## config.mk

```make
export PLATFORM = sky130hd
export DESIGN_NAME = keyboard_top
export DESIGN_NICKNAME = d
export VERILOG_FILES = /design/src/apb_pkg.sv /design/src/ps2_pkg.sv /design/src/event_fifo.sv /design/src/key_apb_regs.sv /design/src/keyboard_top.sv /design/src/ps2_rx.sv /design/src/scan_decoder.sv
export SDC_FILE = /design/constraint.sdc
export NUM_CORES = 1
export LEC_CHECK = 0
export ABC_CLOCK_PERIOD_IN_PS = 3000
export BUFFER_PORTS_ARGS = -buffer_cell sky130_fd_sc_hd__clkbuf_2
export CAP_MARGIN = 30
export CELL_PAD_IN_SITES_DETAIL_PLACEMENT = 1
export CELL_PAD_IN_SITES_GLOBAL_PLACEMENT = 2
export CORE_UTILIZATION = 35
export DETAILED_ROUTE_END_ITERATION = 10
export PLACE_DENSITY = 0.68
export SKIP_CTS_REPAIR_TIMING = 1
export SLEW_MARGIN = 20
export SYNTH_ARGS = -nofsm -noshare
export SYNTH_HDL_FRONTEND = slang
export SYNTH_SLANG_ARGS = --single-unit
```

## constraint.sdc

```tcl
create_clock -name clk -period 3 [get_ports clk]
set_input_delay 0.6 -clock clk [delete_from_list [all_inputs] [get_ports clk]]
set_output_delay 0.6 -clock clk [all_outputs]
set_load 0.05 [all_outputs]
```

## src/apb_pkg.sv

```systemverilog
// Host bus types and APB register map, imported by the register block and the top level
package apb_pkg;

    typedef logic [7:0]  apb_addr_t;
    typedef logic [31:0] apb_data_t;

    // Register offsets
    localparam apb_addr_t REG_JOY1      = 8'h00;
    localparam apb_addr_t REG_JOY2      = 8'h04;
    localparam apb_addr_t REG_COINSTART = 8'h08;  // Start 7:4, coin 3:0
    localparam apb_addr_t REG_SYS       = 8'h0C;  // Service, reset, pause in 2:0
    localparam apb_addr_t REG_STATUS    = 8'h10;  // Error count 15:8, empty 1, overflow 0
    localparam apb_addr_t REG_EVENT     = 8'h14;  // Valid 31, event 9:0, pops on read

    // STATUS write bits, write 1 to clear
    localparam int STATUS_CLR_OVF = 0;
    localparam int STATUS_CLR_ERR = 1;

    localparam int EVENT_VALID_BIT = 31;

endpackage

```

## src/ps2_pkg.sv

```systemverilog
// Keyboard-side types and PS/2 scan-code constants, imported by the receiver, decoder and FIFO
package ps2_pkg;

    typedef logic [7:0] scan_byte_t;  // One received PS/2 byte
    typedef logic [9:0] key_event_t;  // {release, extended, scan code}
    typedef logic [9:0] joy_t;        // Buttons 6..1 in 9:4, up/down/left/right in 3:0
    typedef logic [3:0] nibble_t;     // Coin and start vectors

    // Prefix bytes
    localparam scan_byte_t SC_EXTEND  = 8'hE0;
    localparam scan_byte_t SC_RELEASE = 8'hF0;

    // Arrow keys, only valid after E0
    localparam scan_byte_t SC_UP    = 8'h75;
    localparam scan_byte_t SC_DOWN  = 8'h72;
    localparam scan_byte_t SC_LEFT  = 8'h6B;
    localparam scan_byte_t SC_RIGHT = 8'h74;

    // Joystick 1 buttons
    localparam scan_byte_t SC_A = 8'h1C;
    localparam scan_byte_t SC_S = 8'h1B;
    localparam scan_byte_t SC_D = 8'h23;
    localparam scan_byte_t SC_Z = 8'h1A;
    localparam scan_byte_t SC_X = 8'h22;
    localparam scan_byte_t SC_C = 8'h21;

    // Joystick 2
    localparam scan_byte_t SC_J = 8'h3B;  // Left
    localparam scan_byte_t SC_K = 8'h42;  // Down
    localparam scan_byte_t SC_I = 8'h43;  // Up
    localparam scan_byte_t SC_L = 8'h4B;  // Right
    localparam scan_byte_t SC_Q = 8'h15;  // Button 1
    localparam scan_byte_t SC_W = 8'h1D;  // Button 2

    // Coins on 5..8, starts on 1..4
    localparam scan_byte_t SC_5 = 8'h2E;
    localparam scan_byte_t SC_6 = 8'h36;
    localparam scan_byte_t SC_7 = 8'h3D;
    localparam scan_byte_t SC_8 = 8'h3E;
    localparam scan_byte_t SC_1 = 8'h16;
    localparam scan_byte_t SC_2 = 8'h1E;
    localparam scan_byte_t SC_3 = 8'h26;
    localparam scan_byte_t SC_4 = 8'h25;

    // System keys
    localparam scan_byte_t SC_P  = 8'h4D;  // Pause
    localparam scan_byte_t SC_F3 = 8'h04;  // Reset
    localparam scan_byte_t SC_9  = 8'h46;  // Service

endpackage

```

## src/event_fifo.sv

```systemverilog
// Show-ahead key-event FIFO between the decoder and the host registers, with sticky overflow
`timescale 1ns/1ps

module event_fifo
    import ps2_pkg::*;
#(
    parameter int FIFO_DEPTH = 8  // Power of two
) (
    input  logic       clk,
    input  logic       rst,
    input  logic       push_i,
    input  key_event_t data_i,
    input  logic       pop_i,
    input  logic       clr_overflow_i,
    output key_event_t data_o,
    output logic       empty_o,
    output logic       overflow_o
);

    localparam int AW = $clog2(FIFO_DEPTH);

    key_event_t    mem [FIFO_DEPTH];
    logic [AW:0]   wr_ptr;  // Extra bit tells full from empty
    logic [AW:0]   rd_ptr;
    logic          full;
    logic          do_push;
    logic          do_pop;

    assign empty_o = (wr_ptr == rd_ptr);
    assign full    = (wr_ptr[AW] != rd_ptr[AW]) && (wr_ptr[AW-1:0] == rd_ptr[AW-1:0]);
    assign do_push = push_i & ~full;  // Dropped when full
    assign do_pop  = pop_i & ~empty_o;
    assign data_o  = mem[rd_ptr[AW-1:0]];  // Head visible while not empty

    always_ff @(posedge clk) begin
        if (do_push)
            mem[wr_ptr[AW-1:0]] <= data_i;
    end

    always_ff @(posedge clk) begin
        if (rst) begin
            wr_ptr <= '0;
            rd_ptr <= '0;
        end else begin
            if (do_push)
                wr_ptr <= wr_ptr + 1'b1;
            if (do_pop)
                rd_ptr <= rd_ptr + 1'b1;
        end
    end

    // New loss beats a clear in the same cycle
    always_ff @(posedge clk) begin
        if (rst)
            overflow_o <= 1'b0;
        else if (push_i && full)
            overflow_o <= 1'b1;
        else if (clr_overflow_i)
            overflow_o <= 1'b0;
    end

    // Register block only pops what it has seen
    assert property (@(posedge clk) disable iff (rst) pop_i |-> !empty_o);

endmodule

```

## src/key_apb_regs.sv

```systemverilog
// APB slave through which the host reads key state and status, pops the event queue and clears flags
`timescale 1ns/1ps

module key_apb_regs
    import ps2_pkg::*;
    import apb_pkg::*;
(
    input  logic       clk,
    input  logic       rst,
    input  logic       psel_i,
    input  logic       penable_i,
    input  logic       pwrite_i,
    input  apb_addr_t  paddr_i,
    input  apb_data_t  pwdata_i,
    input  joy_t       joy1_i,
    input  joy_t       joy2_i,
    input  nibble_t    coin_i,
    input  nibble_t    start_i,
    input  logic       pause_i,
    input  logic       reset_key_i,
    input  logic       service_i,
    input  key_event_t fifo_data_i,
    input  logic       fifo_empty_i,
    input  logic       overflow_i,
    input  logic [7:0] frame_err_cnt_i,
    output apb_data_t  prdata_o,
    output logic       pready_o,
    output logic       pslverr_o,
    output logic       pop_o,
    output logic       clr_overflow_o,
    output logic       clr_err_cnt_o
);

    logic      setup;
    logic      access;
    logic      mapped;
    logic      evt_pend_q;  // Setup saw a valid head to pop in access
    apb_data_t rd_mux;

    assign setup  = psel_i & ~penable_i;
    assign access = psel_i & penable_i;

    always_comb begin
        mapped = 1'b1;
        rd_mux = '0;
        case (paddr_i)
            REG_JOY1:      rd_mux = {22'd0, joy1_i};
            REG_JOY2:      rd_mux = {22'd0, joy2_i};
            REG_COINSTART: rd_mux = {24'd0, start_i, coin_i};
            REG_SYS:       rd_mux = {29'd0, service_i, reset_key_i, pause_i};
            REG_STATUS:    rd_mux = {16'd0, frame_err_cnt_i, 6'd0, fifo_empty_i, overflow_i};
            REG_EVENT: begin
                if (!fifo_empty_i) begin
                    rd_mux                  = {22'd0, fifo_data_i};
                    rd_mux[EVENT_VALID_BIT] = 1'b1;
                end
            end
            default:       mapped = 1'b0;
        endcase
    end

    // Snapshot taken in setup and held through the access phase
    always_ff @(posedge clk) begin
        if (setup)
            prdata_o <= rd_mux;
    end

    always_ff @(posedge clk) begin
        if (rst)
            evt_pend_q <= 1'b0;
        else if (setup)
            evt_pend_q <= !pwrite_i && paddr_i == REG_EVENT && !fifo_empty_i;
        else
            evt_pend_q <= 1'b0;
    end

    assign pready_o       = 1'b1;  // No wait states
    assign pslverr_o      = access & (~mapped | (pwrite_i & paddr_i != REG_STATUS));
    assign pop_o          = access & evt_pend_q;
    assign clr_overflow_o = access & pwrite_i & (paddr_i == REG_STATUS) & pwdata_i[STATUS_CLR_OVF];
    assign clr_err_cnt_o  = access & pwrite_i & (paddr_i == REG_STATUS) & pwdata_i[STATUS_CLR_ERR];

    // Pop only in the access phase of an EVENT read
    assert property (@(posedge clk) disable iff (rst)
        pop_o |-> access && !pwrite_i && paddr_i == REG_EVENT);

endmodule

```

## src/keyboard_top.sv

```systemverilog
// Keyboard controller top level, PS/2 in, APB to the host, sets FIFO depth and receive timeout
`timescale 1ns/1ps

module keyboard_top
    import ps2_pkg::*;
    import apb_pkg::*;
#(
    parameter int FIFO_DEPTH = 8,
    parameter int RX_TIMEOUT = 2000
) (
    input  logic      clk,
    input  logic      rst,
    input  logic      ps2_clk_i,
    input  logic      ps2_data_i,
    input  logic      psel_i,
    input  logic      penable_i,
    input  logic      pwrite_i,
    input  apb_addr_t paddr_i,
    input  apb_data_t pwdata_i,
    output apb_data_t prdata_o,
    output logic      pready_o,
    output logic      pslverr_o
);

    scan_byte_t rx_byte;
    logic       rx_valid, rx_err;
    joy_t       joy1, joy2;
    nibble_t    coin, start;
    logic       pause, reset_key, service;
    key_event_t evt, fifo_head;
    logic       push, pop, fifo_empty, overflow;
    logic       clr_ovf, clr_err;
    logic [7:0] err_cnt;

    // Producer
    ps2_rx #(.RX_TIMEOUT(RX_TIMEOUT)) u_rx (
        .clk, .rst, .ps2_clk_i, .ps2_data_i,
        .byte_o(rx_byte), .byte_valid_o(rx_valid), .frame_err_o(rx_err)
    );

    scan_decoder u_dec (
        .clk, .rst, .byte_i(rx_byte), .byte_valid_i(rx_valid), .frame_err_i(rx_err),
        .clr_err_cnt_i(clr_err), .joy1_o(joy1), .joy2_o(joy2), .coin_o(coin),
        .start_o(start), .pause_o(pause), .reset_key_o(reset_key), .service_o(service),
        .event_o(evt), .push_o(push), .frame_err_cnt_o(err_cnt)
    );

    // Buffer
    event_fifo #(.FIFO_DEPTH(FIFO_DEPTH)) u_fifo (
        .clk, .rst, .push_i(push), .data_i(evt), .pop_i(pop), .clr_overflow_i(clr_ovf),
        .data_o(fifo_head), .empty_o(fifo_empty), .overflow_o(overflow)
    );

    // Consumer
    key_apb_regs u_regs (
        .clk, .rst, .psel_i, .penable_i, .pwrite_i, .paddr_i, .pwdata_i,
        .joy1_i(joy1), .joy2_i(joy2), .coin_i(coin), .start_i(start), .pause_i(pause),
        .reset_key_i(reset_key), .service_i(service), .fifo_data_i(fifo_head),
        .fifo_empty_i(fifo_empty), .overflow_i(overflow), .frame_err_cnt_i(err_cnt),
        .prdata_o, .pready_o, .pslverr_o, .pop_o(pop), .clr_overflow_o(clr_ovf),
        .clr_err_cnt_o(clr_err)
    );

endmodule

```

## src/ps2_rx.sv

```systemverilog
// PS/2 receiver, synchronizes the keyboard lines and delivers checked bytes as one-cycle strobes
`timescale 1ns/1ps

module ps2_rx
    import ps2_pkg::*;
#(
    parameter int RX_TIMEOUT = 2000  // Idle clk cycles before a partial frame is dropped
) (
    input  logic       clk,
    input  logic       rst,
    input  logic       ps2_clk_i,
    input  logic       ps2_data_i,
    output scan_byte_t byte_o,
    output logic       byte_valid_o,
    output logic       frame_err_o
);

    localparam int TW = $clog2(RX_TIMEOUT);

    typedef enum logic [1:0] {IDLE, SHIFT, CHECK} rx_state_t;

    rx_state_t   state;
    logic [2:0]  clk_sync;   // Two sync flops plus edge history
    logic [1:0]  data_sync;
    logic        ps2_fall;
    logic [10:0] frame_q;    // Stop, parity, data 7..0, start
    logic [3:0]  bit_cnt;
    logic [TW-1:0] wdog;
    logic        frame_ok;

    assign ps2_fall = clk_sync[2] & ~clk_sync[1];
    // Start low, stop high, odd parity over data and parity bit
    assign frame_ok = ~frame_q[0] & frame_q[10] & (^frame_q[9:1]);

    always_ff @(posedge clk) begin
        if (rst) begin
            clk_sync  <= 3'b111;  // Lines idle high
            data_sync <= 2'b11;
        end else begin
            clk_sync  <= {clk_sync[1:0], ps2_clk_i};
            data_sync <= {data_sync[0], ps2_data_i};
        end
    end

    // Data arrives LSB first, shifted in from the top
    always_ff @(posedge clk) begin
        if (ps2_fall)
            frame_q <= {data_sync[1], frame_q[10:1]};
        if (state == CHECK)
            byte_o <= frame_q[8:1];
    end

    always_ff @(posedge clk) begin
        byte_valid_o <= 1'b0;
        frame_err_o  <= 1'b0;
        if (rst) begin
            state   <= IDLE;
            bit_cnt <= '0;
            wdog    <= '0;
        end else begin
            case (state)
                IDLE: begin
                    wdog <= '0;
                    if (ps2_fall) begin  // Start bit
                        bit_cnt <= 4'd1;
                        state   <= SHIFT;
                    end
                end
                SHIFT: begin
                    if (ps2_fall) begin
                        wdog    <= '0;
                        bit_cnt <= bit_cnt + 4'd1;
                        if (bit_cnt == 4'd10)  // Stop bit just sampled
                            state <= CHECK;
                    end else if (wdog == TW'(RX_TIMEOUT - 1)) begin
                        state <= IDLE;  // Keyboard went quiet, drop silently
                    end else begin
                        wdog <= wdog + 1'b1;
                    end
                end
                CHECK: begin
                    byte_valid_o <= frame_ok;
                    frame_err_o  <= ~frame_ok;
                    state        <= IDLE;
                end
                default: state <= IDLE;
            endcase
        end
    end

    // Decoder sees either a byte or an error per frame, never both
    assert property (@(posedge clk) disable iff (rst) !(byte_valid_o && frame_err_o));

endmodule

```

## src/scan_decoder.sv

```systemverilog
// Scan-code decoder, tracks E0/F0 prefixes, keeps the key-state vectors and emits key events
`timescale 1ns/1ps

module scan_decoder
    import ps2_pkg::*;
(
    input  logic       clk,
    input  logic       rst,
    input  scan_byte_t byte_i,
    input  logic       byte_valid_i,
    input  logic       frame_err_i,
    input  logic       clr_err_cnt_i,
    output joy_t       joy1_o,
    output joy_t       joy2_o,
    output nibble_t    coin_o,
    output nibble_t    start_o,
    output logic       pause_o,
    output logic       reset_key_o,
    output logic       service_o,
    output key_event_t event_o,
    output logic       push_o,
    output logic [7:0] frame_err_cnt_o
);

    logic ext_q;  // E0 seen
    logic rel_q;  // F0 seen
    logic make;

    assign make = ~rel_q;  // Break clears the bit

    always_ff @(posedge clk) begin
        push_o <= 1'b0;
        if (rst) begin
            ext_q       <= 1'b0;
            rel_q       <= 1'b0;
            joy1_o      <= '0;
            joy2_o      <= '0;
            coin_o      <= '0;
            start_o     <= '0;
            pause_o     <= 1'b0;
            reset_key_o <= 1'b0;
            service_o   <= 1'b0;
        end else if (byte_valid_i) begin
            if (byte_i == SC_EXTEND) begin
                ext_q <= 1'b1;
            end else if (byte_i == SC_RELEASE) begin
                rel_q <= 1'b1;
            end else begin
                ext_q  <= 1'b0;  // Sequence complete
                rel_q  <= 1'b0;
                push_o <= 1'b1;  // Every code is queued, mapped or not
                case ({ext_q, byte_i})
                    // Joystick 1
                    {1'b1, SC_RIGHT}: joy1_o[0] <= make;
                    {1'b1, SC_LEFT}:  joy1_o[1] <= make;
                    {1'b1, SC_DOWN}:  joy1_o[2] <= make;
                    {1'b1, SC_UP}:    joy1_o[3] <= make;
                    {1'b0, SC_A}:     joy1_o[4] <= make;
                    {1'b0, SC_S}:     joy1_o[5] <= make;
                    {1'b0, SC_D}:     joy1_o[6] <= make;
                    {1'b0, SC_Z}:     joy1_o[7] <= make;
                    {1'b0, SC_X}:     joy1_o[8] <= make;
                    {1'b0, SC_C}:     joy1_o[9] <= make;
                    // Joystick 2, buttons 3..6 unmapped
                    {1'b0, SC_L}:     joy2_o[0] <= make;
                    {1'b0, SC_J}:     joy2_o[1] <= make;
                    {1'b0, SC_K}:     joy2_o[2] <= make;
                    {1'b0, SC_I}:     joy2_o[3] <= make;
                    {1'b0, SC_Q}:     joy2_o[4] <= make;
                    {1'b0, SC_W}:     joy2_o[5] <= make;
                    // Coins
                    {1'b0, SC_5}:     coin_o[0] <= make;
                    {1'b0, SC_6}:     coin_o[1] <= make;
                    {1'b0, SC_7}:     coin_o[2] <= make;
                    {1'b0, SC_8}:     coin_o[3] <= make;
                    // Starts
                    {1'b0, SC_1}:     start_o[0] <= make;
                    {1'b0, SC_2}:     start_o[1] <= make;
                    {1'b0, SC_3}:     start_o[2] <= make;
                    {1'b0, SC_4}:     start_o[3] <= make;
                    // System
                    {1'b0, SC_P}:     pause_o     <= make;
                    {1'b0, SC_F3}:    reset_key_o <= make;
                    {1'b0, SC_9}:     service_o   <= make;
                    default: ;  // Queued only
                endcase
            end
        end
    end

    // Event payload, qualified by push_o
    always_ff @(posedge clk) begin
        if (byte_valid_i)
            event_o <= {rel_q, ext_q, byte_i};
    end

    // Frame error count, saturates, host clear wins
    always_ff @(posedge clk) begin
        if (rst || clr_err_cnt_i)
            frame_err_cnt_o <= '0;
        else if (frame_err_i && frame_err_cnt_o != 8'hFF)
            frame_err_cnt_o <= frame_err_cnt_o + 8'd1;
    end

endmodule

```

# Yosys cells after proc, flatten, opt, wreduce, memory -nomap -nowiden
# Memory sizes are Yosys's and may differ from the RTL's. A register that Yosys moved wholly into a read port is not among the register bits.
# Cells that the tools add are included.
[op_classes] addsub=5 mul=0 n_div=0 magnitude_cmp=0 eq_ne=49 n_shift=0 muxes=24 bitwise=28 n_reduce_logical=49
[ops] operator="32-bit case mux with 6 select lines" count=1
[ops] operator="4-bit AND reduction" count=27
[ops] operator="9-bit by 6-bit equality test with 1-bit output (second input constant)" count=10
[ops] operator="9-bit by 5-bit equality test with 1-bit output (second input constant)" count=7
[ops] operator="9-bit by 7-bit equality test with 1-bit output (second input constant)" count=5
[ops] operator="9-bit equality test (second input constant)" count=4
[ops] operator="32-bit 2-to-1 mux" count=1
[ops] operator="11-bit 2-to-1 mux" count=2
[ops] operator="11-bit case mux with 2 select lines" count=1
[ops] operator="8-bit by 4-bit equality test with 1-bit output (second input constant)" count=2
[ops] operator="8-bit by 5-bit equality test with 1-bit output (second input constant)" count=2
[ops] operator="8-bit equality test (second input constant)" count=2
[ops] operator="1-bit AND" count=14
[ops] operator="1-bit inverter" count=13
[ops] operator="4-bit by 1-bit adder with 4-bit output (second input constant)" count=3
[ops] operator="11-bit by 1-bit adder with 11-bit output (second input constant)" count=1
[ops] operator="11-bit equality test (second input constant)" count=1
[ops] operator="9-bit by 3-bit equality test with 1-bit output (second input constant)" count=1
[ops] operator="1-bit 2-to-1 mux" count=9
[ops] operator="9-bit parity" count=1
[ops] operator="8-bit by 1-bit adder with 8-bit output (second input constant)" count=1
[ops] operator="8-bit by 3-bit equality test with 1-bit output (second input constant)" count=1
[ops] operator="8-bit logical NOT" count=1
[ops] operator="2-bit 2-to-1 mux" count=4
[ops] operator="27 further kinds" count=41
[word_totals] ff_bits=133 latchBits=0 mem_bits_rw=80 mem_bits_ro=0 input_bits=47 elab_cells=202 memories=1
[memory_table] name="u_fifo.mem" words=8 width=10 rd=1 rd_ports_with_merged_regs=1 write_ports=1 line="event_fifo.sv:22" rtl="key_event_t mem [FIFO_DEPTH];"

# Logic depth before layout (Yosys ltp)
# Gate-level depths: netlist (run 1).
[logic_depth] ltp_word=6 depth_mapped=7 depth_no_buf=6

# Hierarchy
# From an unflattened synthesis (run 1), not the netlist that was laid out.
[unflattened] cells_unflattened=677 hier_area_um2=8882.3
[by_module_without_submodules] mod="event_fifo" n_inst=1 cells_per_inst=189 area_per_inst_um2=3634.7
[by_module_without_submodules] mod="scan_decoder" n_inst=1 cells_per_inst=216 area_per_inst_um2=2224.6
[by_module_without_submodules] mod="ps2_rx" n_inst=1 cells_per_inst=158 area_per_inst_um2=1767.9
[by_module_without_submodules] mod="key_apb_regs" n_inst=1 cells_per_inst=114 area_per_inst_um2=1255.0

# Worst setup path after synthesis (run 1)
# No wires, ideal clock.
[synth_timing] path_type="input-to-output" from="in paddr_i[5]" to="out pslverr_o" t_arrival_ps=1983 required_time_ps=2400 setup_slack_ps=417 cell_stages=6 n_path_buf=1 cell_sequence="nor3_1 > nand2_1 > nor4b_1 > clkbuf_1 > o22ai_1 > and3_1"
[synth_between] elab_chain_cells=6 elab_cells_between_ends=13 classes_between="6 x eq/ne; 1 x mux; 4 x bitwise; 2 x reduce/logical"
[synth_lines] item="from (decl)" line="keyboard_top.sv:18" rtl="input apb_addr_t paddr_i,"
[synth_lines] item="8-bit by 3-bit equality test with 1-bit output, or another cell as far along" line="key_apb_regs.sv:46" rtl="case (paddr_i)"
[synth_lines] item="6-bit OR reduction (no line)"
[synth_lines] item="1-bit 2-to-1 mux" line="key_apb_regs.sv:46"
[synth_lines] item="1-bit inverter" line="key_apb_regs.sv:78" rtl="assign pslverr_o = access & (~mapped | (pwrite_i & paddr_i != REG_STATUS));"
[synth_lines] item="1-bit OR *" line="key_apb_regs.sv:78"
[synth_lines] item="1-bit AND *" line="key_apb_regs.sv:78"
[synth_lines] item="to (decl)" line="keyboard_top.sv:22" rtl="output logic pslverr_o"
# Mark *: on every way between the ends. The rest lies on a longest branch, timed or not.

# Final worst setup path (run 1)
# Same ends and word-level chain as after synthesis.

==> flow_metrics.tcl, run 1 <==
set metrics [dict create \
    outcome "complete, no violations" \
    fin_skew_ns 0.0116 \
    rrSetupSlack_ns 0.68 \
    endpoint_kind "output pin" \
    cts_max_level 1 \
    tightestPinTransition_ns 0.790 \
    antenna_found_initial 0 \
    rows 55 \
    hold_end "u_rx.data_sync[0]" \
    dr.pass1.iters 4 \
    dp.cells 969 \
    worstPathCellList "clkbuf_2 -> nor3_1 -> nand2_1 -> nor4b_1 -> o22ai_1 -> and3_1 -> clkbuf_2" \
    p_seq_frac 0.521 \
    hold_path.class "input port to flop" \
    worst_setup_path_start_kind "input port" \
    period_share 0.892 \
    maxCapViolations 0 \
    diodes 0 \
    cts_tree "built" \
    clock_path_buffers 3 \
    crit_fanout 4 \
    crit_slowest_cell "nor4b_1" \
    crit_family "simple AND/OR/NAND/NOR gates" \
    r2r_end "u_dec.start_o[0]" \
    path_class "input port to output pin" \
    drc_errors 0 \
    slowest_delay_ns 0.42 \
    gp_congestion 0.792 \
    r2r_start "u_rx.byte_o[6]" \
    ant_nets 0 \
    vias_per_cell 5.12 \
    finalNetCount 733 \
    synth_seq_area_share 0.638 \
    p_leak_nw 3.14 \
    holdPathStages 2 \
    hold_viol 0 \
    coreArea_um2 22900 \
    fmax_ghz 0.373 \
    syn_area_um2 8280 \
    rsz0062_at_grt "false" \
    slew_violations 0 \
    multi_input_area_um2 2760 \
    drt_iter0_drc 300 \
    setup_violations 0 \
    drt_wl_total_mm 18.7 \
    cp_num_buf_inv 2 \
    swShare 0.210 \
    initial_core_util 0.361 \
    hp-start "ps2_data_i" \
    async_flop_share 0 \
    io_buffer_count 34 \
    synth_area_per_cell_um2 13.1 \
    ys_seq_elements 201 \
    final_cell_count_no_fill 1009 \
    cts-buffers-inserted 22 \
    wl_per_cell_um 18.5 \
    ir_worst_vdd_uv 352 \
    dp_hpwl_mm 12.8 \
    p_per_area_nw_per_um2 594 \
    fp.dieArea_um2 24300 \
    cp.arrival_ns 2.08 \
    grt_pass1_wl_mm 29.5 \
    drive_above_1_share 0.171 \
    synth_flop_cell "edfxtp_1" \
    grtUsageTotal 0.158 \
    switchingPower_mw 1.19 \
    synth-edff-count 126 \
    grt_max_degree 51 \
    p_int_mw 4.45 \
    clk_pin_slew_ns 0.06 \
    crit_path_frequent_cell "clkbuf_2" \
    root_buffer "clkbuf_16" \
    grt_overflow 0 \
    seq_area_um2 5290 \
    pwr-share-clk 0.450 \
    relSlewSlack 0.472 \
    chipHeight_um 156 \
    clk_latency_ns 0.50 \
    die_w_um 156 \
    combinationalPowerShare 0.029 \
    dr_total_vias 5163 \
    yosys_warnings 0 \
    synthToLayoutAreaGrowth_pct 14.6 \
    clock-sinks 201 \
    total_power_mw 5.64 \
    required_ns 2.40 \
    layout_min_cycle_time_ns 2.68 \
    fillers 2433 \
    ys_types 55 \
    worstRegToRegCells 5 \
    fin_tns_setup_ns 0 \
    grt_pass1_vias 5284 \
    synthCells 634 \
    ioPinCount 81 \
]
## cells by family after synthesis
family / synth area share
AO/OA/AOI/OAI: 0.0681
buffers and inverters: 0.0346
XOR/XNOR: 0.0328
flip-flops: 0.638
adder cells (fa/ha/maj): 0.00906
other: 0.000907
multiplexers: 0.0952
AND/OR/NAND/NOR: 0.121
## per-stage QoR
| step | hold WS, ns | util | instance area [um2] | setup slack [ns] |
|---|---|---|---|---|
| 2_1_floorplan | 0.386 | - | 8340 | 0.417 |
| 4_1_cts | 0.262 | 0.414 | 9490 | 0.322 |
| 3_3_place_gp | 0.397 | 0.385 | 8820 | 0.424 |
| 6_report | 0.282 | 0.414 | 9490 | 0.323 |
| 5_1_grt | 0.273 | 0.414 | 9490 | 0.197 |
| 3_5_place_dp | 0.395 | 0.385 | 8820 | 0.324 |
## worst reg2reg max path, cell delays in order, from the launching register on
cell and delay, ns:
edfxtp_1 0.45, or4b_1 0.68, or3_1 0.48, or3_1 0.38
mux2i_1 0.16, nor2_1 0.05
## per-layer routing
layer	GRT usage	share of wire
met5	0	0
met4	0.0392	0.021
met3	0.0222	0.036
met2	0.264	0.48
met1	0.216	0.46
## registers in the layout, indices dropped and copies added (netlist names), 2 cells and up, named ones only
register and cells:
u_dec.coin_o 4, u_rx.state 2, u_regs.prdata_o 17, u_dec.event_o 10, u_fifo.rd_ptr 4, u_rx.frame_q 11, u_dec.frame_err_cnt_o 8, u_rx.bit_cnt 4
u_fifo.wr_ptr 4, u_rx.wdog 11, u_dec.joy2_o 6, u_dec.joy1_o 10, u_dec.start_o 4, u_rx.clk_sync 3, u_fifo.mem 80, u_rx.data_sync 2
u_rx.byte_o 8
## power by group through the flow
stage          sequential [mW]  clock (mW)  combinational (mW)
6_report                  2.94        2.54               0.163
5_1_grt                   2.94        2.70               0.175
4_1_cts                   2.94        2.62               0.164
3_5_place_dp              3.00           0               0.164
3_3_place_gp              3.00           0               0.161
2_1_floorplan             3.02           0               0.116
## area by class of cell
cell class,instances,share of cell area
clock buffer,30,0.0634
clock inverter,10,0.00778
inverter,14,0.00554
multi-input combinational,388,0.291
sequential,201,0.557
tap,313,0.0412
timing repair buffer,53,0.0343
## layout by cell type, fill, tap and decap left out, drive strengths merged, types with 3 or more instances in the layout
cell and count:
nand4 12, o21ai 17, a311oi 11, clkinv 8, nor4b 3, and2 10
nor2b 8, a211oi 8, nand2b 9, nor3b 3, nor4 8, edfxtp 126
buf 19, or2 7, nand3 14, dfxtp 75, conb 16, nand2 28
a21oi 25, o22ai 5, mux4 22, clkbuf 64, a22oi 3, or3 6
ha 6, mux2i 27, nor3 17, nor2 64, inv 14, xor2 7
xnor2 24
## cell usage after synthesis (14+ instances only)
master,instances,area share
nor3_1,17,0.010
nand2_1,28,0.013
o21ai_0,16,0.0097
a21oi_1,25,0.015
mux2i_1,27,0.033
xnor2_1,24,0.025
clkbuf_1,21,0.0095
buf_4,16,0.015
inv_1,14,0.0063
dfxtp_1,75,0.18
edfxtp_1,126,0.46
nor2_1,64,0.029
mux4_2,22,0.060
nand3_1,14,0.0085
## worst max-delay path by stage
stage | depth (start not counted) | slack (ns) | to | from
global placement | 7 | 0.42 | pslverr_o | paddr_i[5]
global route | 7 | 0.20 | pslverr_o | paddr_i[5]
CTS | 7 | 0.32 | pslverr_o | paddr_i[5]
floorplan | 6 | 0.42 | pslverr_o | paddr_i[5]
finish | 7 | 0.32 | pslverr_o | paddr_i[5]
detailed placement | 7 | 0.32 | pslverr_o | paddr_i[5]
(Power assumes the default switching activity.)
==> inputs of run 2 (changes only) <==
--- a/config.mk
+++ b/config.mk
@@ -10,8 +10,10 @@
 export CAP_MARGIN = 30
 export CELL_PAD_IN_SITES_DETAIL_PLACEMENT = 1
 export CELL_PAD_IN_SITES_GLOBAL_PLACEMENT = 2
+export CORE_ASPECT_RATIO = 2
 export CORE_UTILIZATION = 35
 export DETAILED_ROUTE_END_ITERATION = 10
+export GPL_TIMING_DRIVEN = 0
 export PLACE_DENSITY = 0.68
 export SKIP_CTS_REPAIR_TIMING = 1
 export SLEW_MARGIN = 20
==> run 2 against run 1 <==
Maximum frequency fell by 5.6%; critical endpoint unchanged; wire length rose by 10%; final area rose by 0.45%; utilization fell by 0.37 points; worst setup slack got worse by 0.16 ns.
==> flow_metrics.tcl, run 2 (synthesis results as in run 1) <==
set metrics [dict create \
    fin_ws_ns 0.164 \
    cp.arrival_ns 2.24 \
    synthToLayoutAreaGrowth_pct 15.1 \
    dp_hpwl_mm 15.5 \
    initial_core_util 0.357 \
    cts_tree "built" \
    rows 79 \
    crit_path_frequent_cell "clkbuf_2" \
    io_buffer_count 33 \
    slew_violations 0 \
    cts-buffers-inserted 19 \
    final_util 0.411 \
    antenna_found_initial 0 \
    tightestPinTransition_ns 0.917 \
    final_cell_mix "126 x edfxtp_1, 75 x dfxtp_1, 59 x nor2_1" \
    ir_worst_vdd_uv 349 \
    crit_slowest_cell "nor4b_2" \
    grt_max_degree 17 \
    layout_commonest_cell "edfxtp_1" \
    hold_viol 0 \
    rsz0062_at_grt "false" \
    diodes 0 \
    ioPinCount 81 \
    p_int_mw 4.32 \
    hold_path.class "input port to flop" \
    holdWs_ns 0.292 \
    finalNetCount 759 \
    setup_violations 0 \
    dr_total_vias 5183 \
    gp_congestion 0.773 \
    endpoint_kind "output pin" \
    path_class "input port to output pin" \
    switchingPower_mw 1.17 \
    outcome "complete, no violations" \
    worstRegToRegCells 5 \
    root_buffer "clkbuf_16" \
    fin_skew_ns 0.0213 \
    p_leak_nw 3.16 \
    grt_pass1_wl_mm 31.8 \
    holdPathStages 2 \
    die_w_um 111 \
    layout_min_cycle_time_ns 2.84 \
    worst_setup_path_start_kind "input port" \
    dr.pass1.iters 4 \
    slowest_delay_ns 0.31 \
    ant_nets 0 \
    fmax_ghz 0.353 \
    maxCapViolations 0 \
    drt_wl_total_mm 20.6 \
    period_share 0.945 \
    drive_above_1_share 0.183 \
    swShare 0.214 \
    crit_fanout 10 \
    fp.dieArea_um2 24300 \
    grt_overflow 0 \
    grt_pass1_vias 5635 \
    worstPathCellList "clkbuf_2 -> nor3_1 -> nand2_1 -> nor4b_2 -> clkbuf_4 -> o22ai_1 -> and3_1 -> clkbuf_2" \
    drc_errors 0 \
    dp.cells 968 \
    cts_max_level 1 \
    dp_slack_ns -0.103 \
    coreArea_um2 23200 \
    required_ns 2.40 \
    p_seq_frac 0.535 \
    relSlewSlack 0.389 \
    drt_iter0_drc 150 \
    grtUsageTotal 0.173 \
    clock_path_buffers 3 \
    vias_per_cell 5.18 \
    rrSetupSlack_ns 0.37 \
    wl_per_cell_um 20.6 \
    largest_reg_flops 80 \
    p_per_area_nw_per_um2 576 \
    clk_pin_slew_ns 0.06 \
    final_cell_count_no_fill 1000 \
    chipHeight_um 220 \
    pwr-share-clk 0.432 \
    clock-sinks 201 \
    clk_latency_ns 0.50 \
    fin_tns_setup_ns 0 \
    combinationalPowerShare 0.034 \
]
-- run 2: cell types whose count changed in the layout (fill, tap and decap cells not counted), moves of 2 or more --
cell,delta
nor3_1,-2
buf_2,+2
nor3_2,+2
clkinv_2,-3
nor2_2,+5
nor2_1,-5
buf_1,+4
clkbuf_1,+17
clkbuf_16,-4
-- run 2: power by group through the flow --
stage	sequential (mW)	clock, mW	combinational, mW
2_1_floorplan	3.02	0	0.116
3_3_place_gp	3.00	0	0.182
3_5_place_dp	3.00	0	0.186
4_1_cts	2.93	2.44	0.187
5_1_grt	2.94	2.52	0.198
6_report	2.93	2.37	0.185
-- run 2: worst paths after layout --
kind | startpoint | endpoint
worst max-delay path | paddr_i[5] | pslverr_o
worst min-delay path | ps2_clk_i | u_rx.clk_sync[0]
worst max register to register | u_rx.byte_valid_o | u_dec.joy2_o[0]
worst min register to register | u_rx.data_sync[1] | u_rx.frame_q[10]
-- run 2: through the flow --
step | cell area, um2 | power [mW]
2_1_floorplan | 8340 | 3.13
3_3_place_gp | 8850 | 3.18
3_5_place_dp | 8930 | 3.18
4_1_cts | 9520 | 5.56
5_1_grt | 9540 | 5.66
6_report | 9540 | 5.49
-- run 2: layer usage --
metal | vias to the layer above | global-route usage | wire length [um]
li1 | 2479 | - | -
met1 | 2597 | 0.164 | 7040
met2 | 76 | 0.364 | 12400
met3 | 31 | 0.0173 | 510
met4 | 0 | 0.0764 | 636
met5 | - | 0 | 0
-- run 2: critical path: cells and delay by family --
kind	cells	cell delay, ns
buf+inv	3	0.57
simple gates	4	0.97
compound gates	1	0.10
-- run 2: area by class of cell --
class / count / area (um2)
sequential: 201 / 5290
tap: 283 / 354
multi-input combinational: 388 / 2810
clock inverter: 9 / 101
buffer: 45 / 238
inverter: 14 / 52.6
fill: 2403 / 13700
timing repair buffer: 37 / 206
clock buffer: 23 / 490
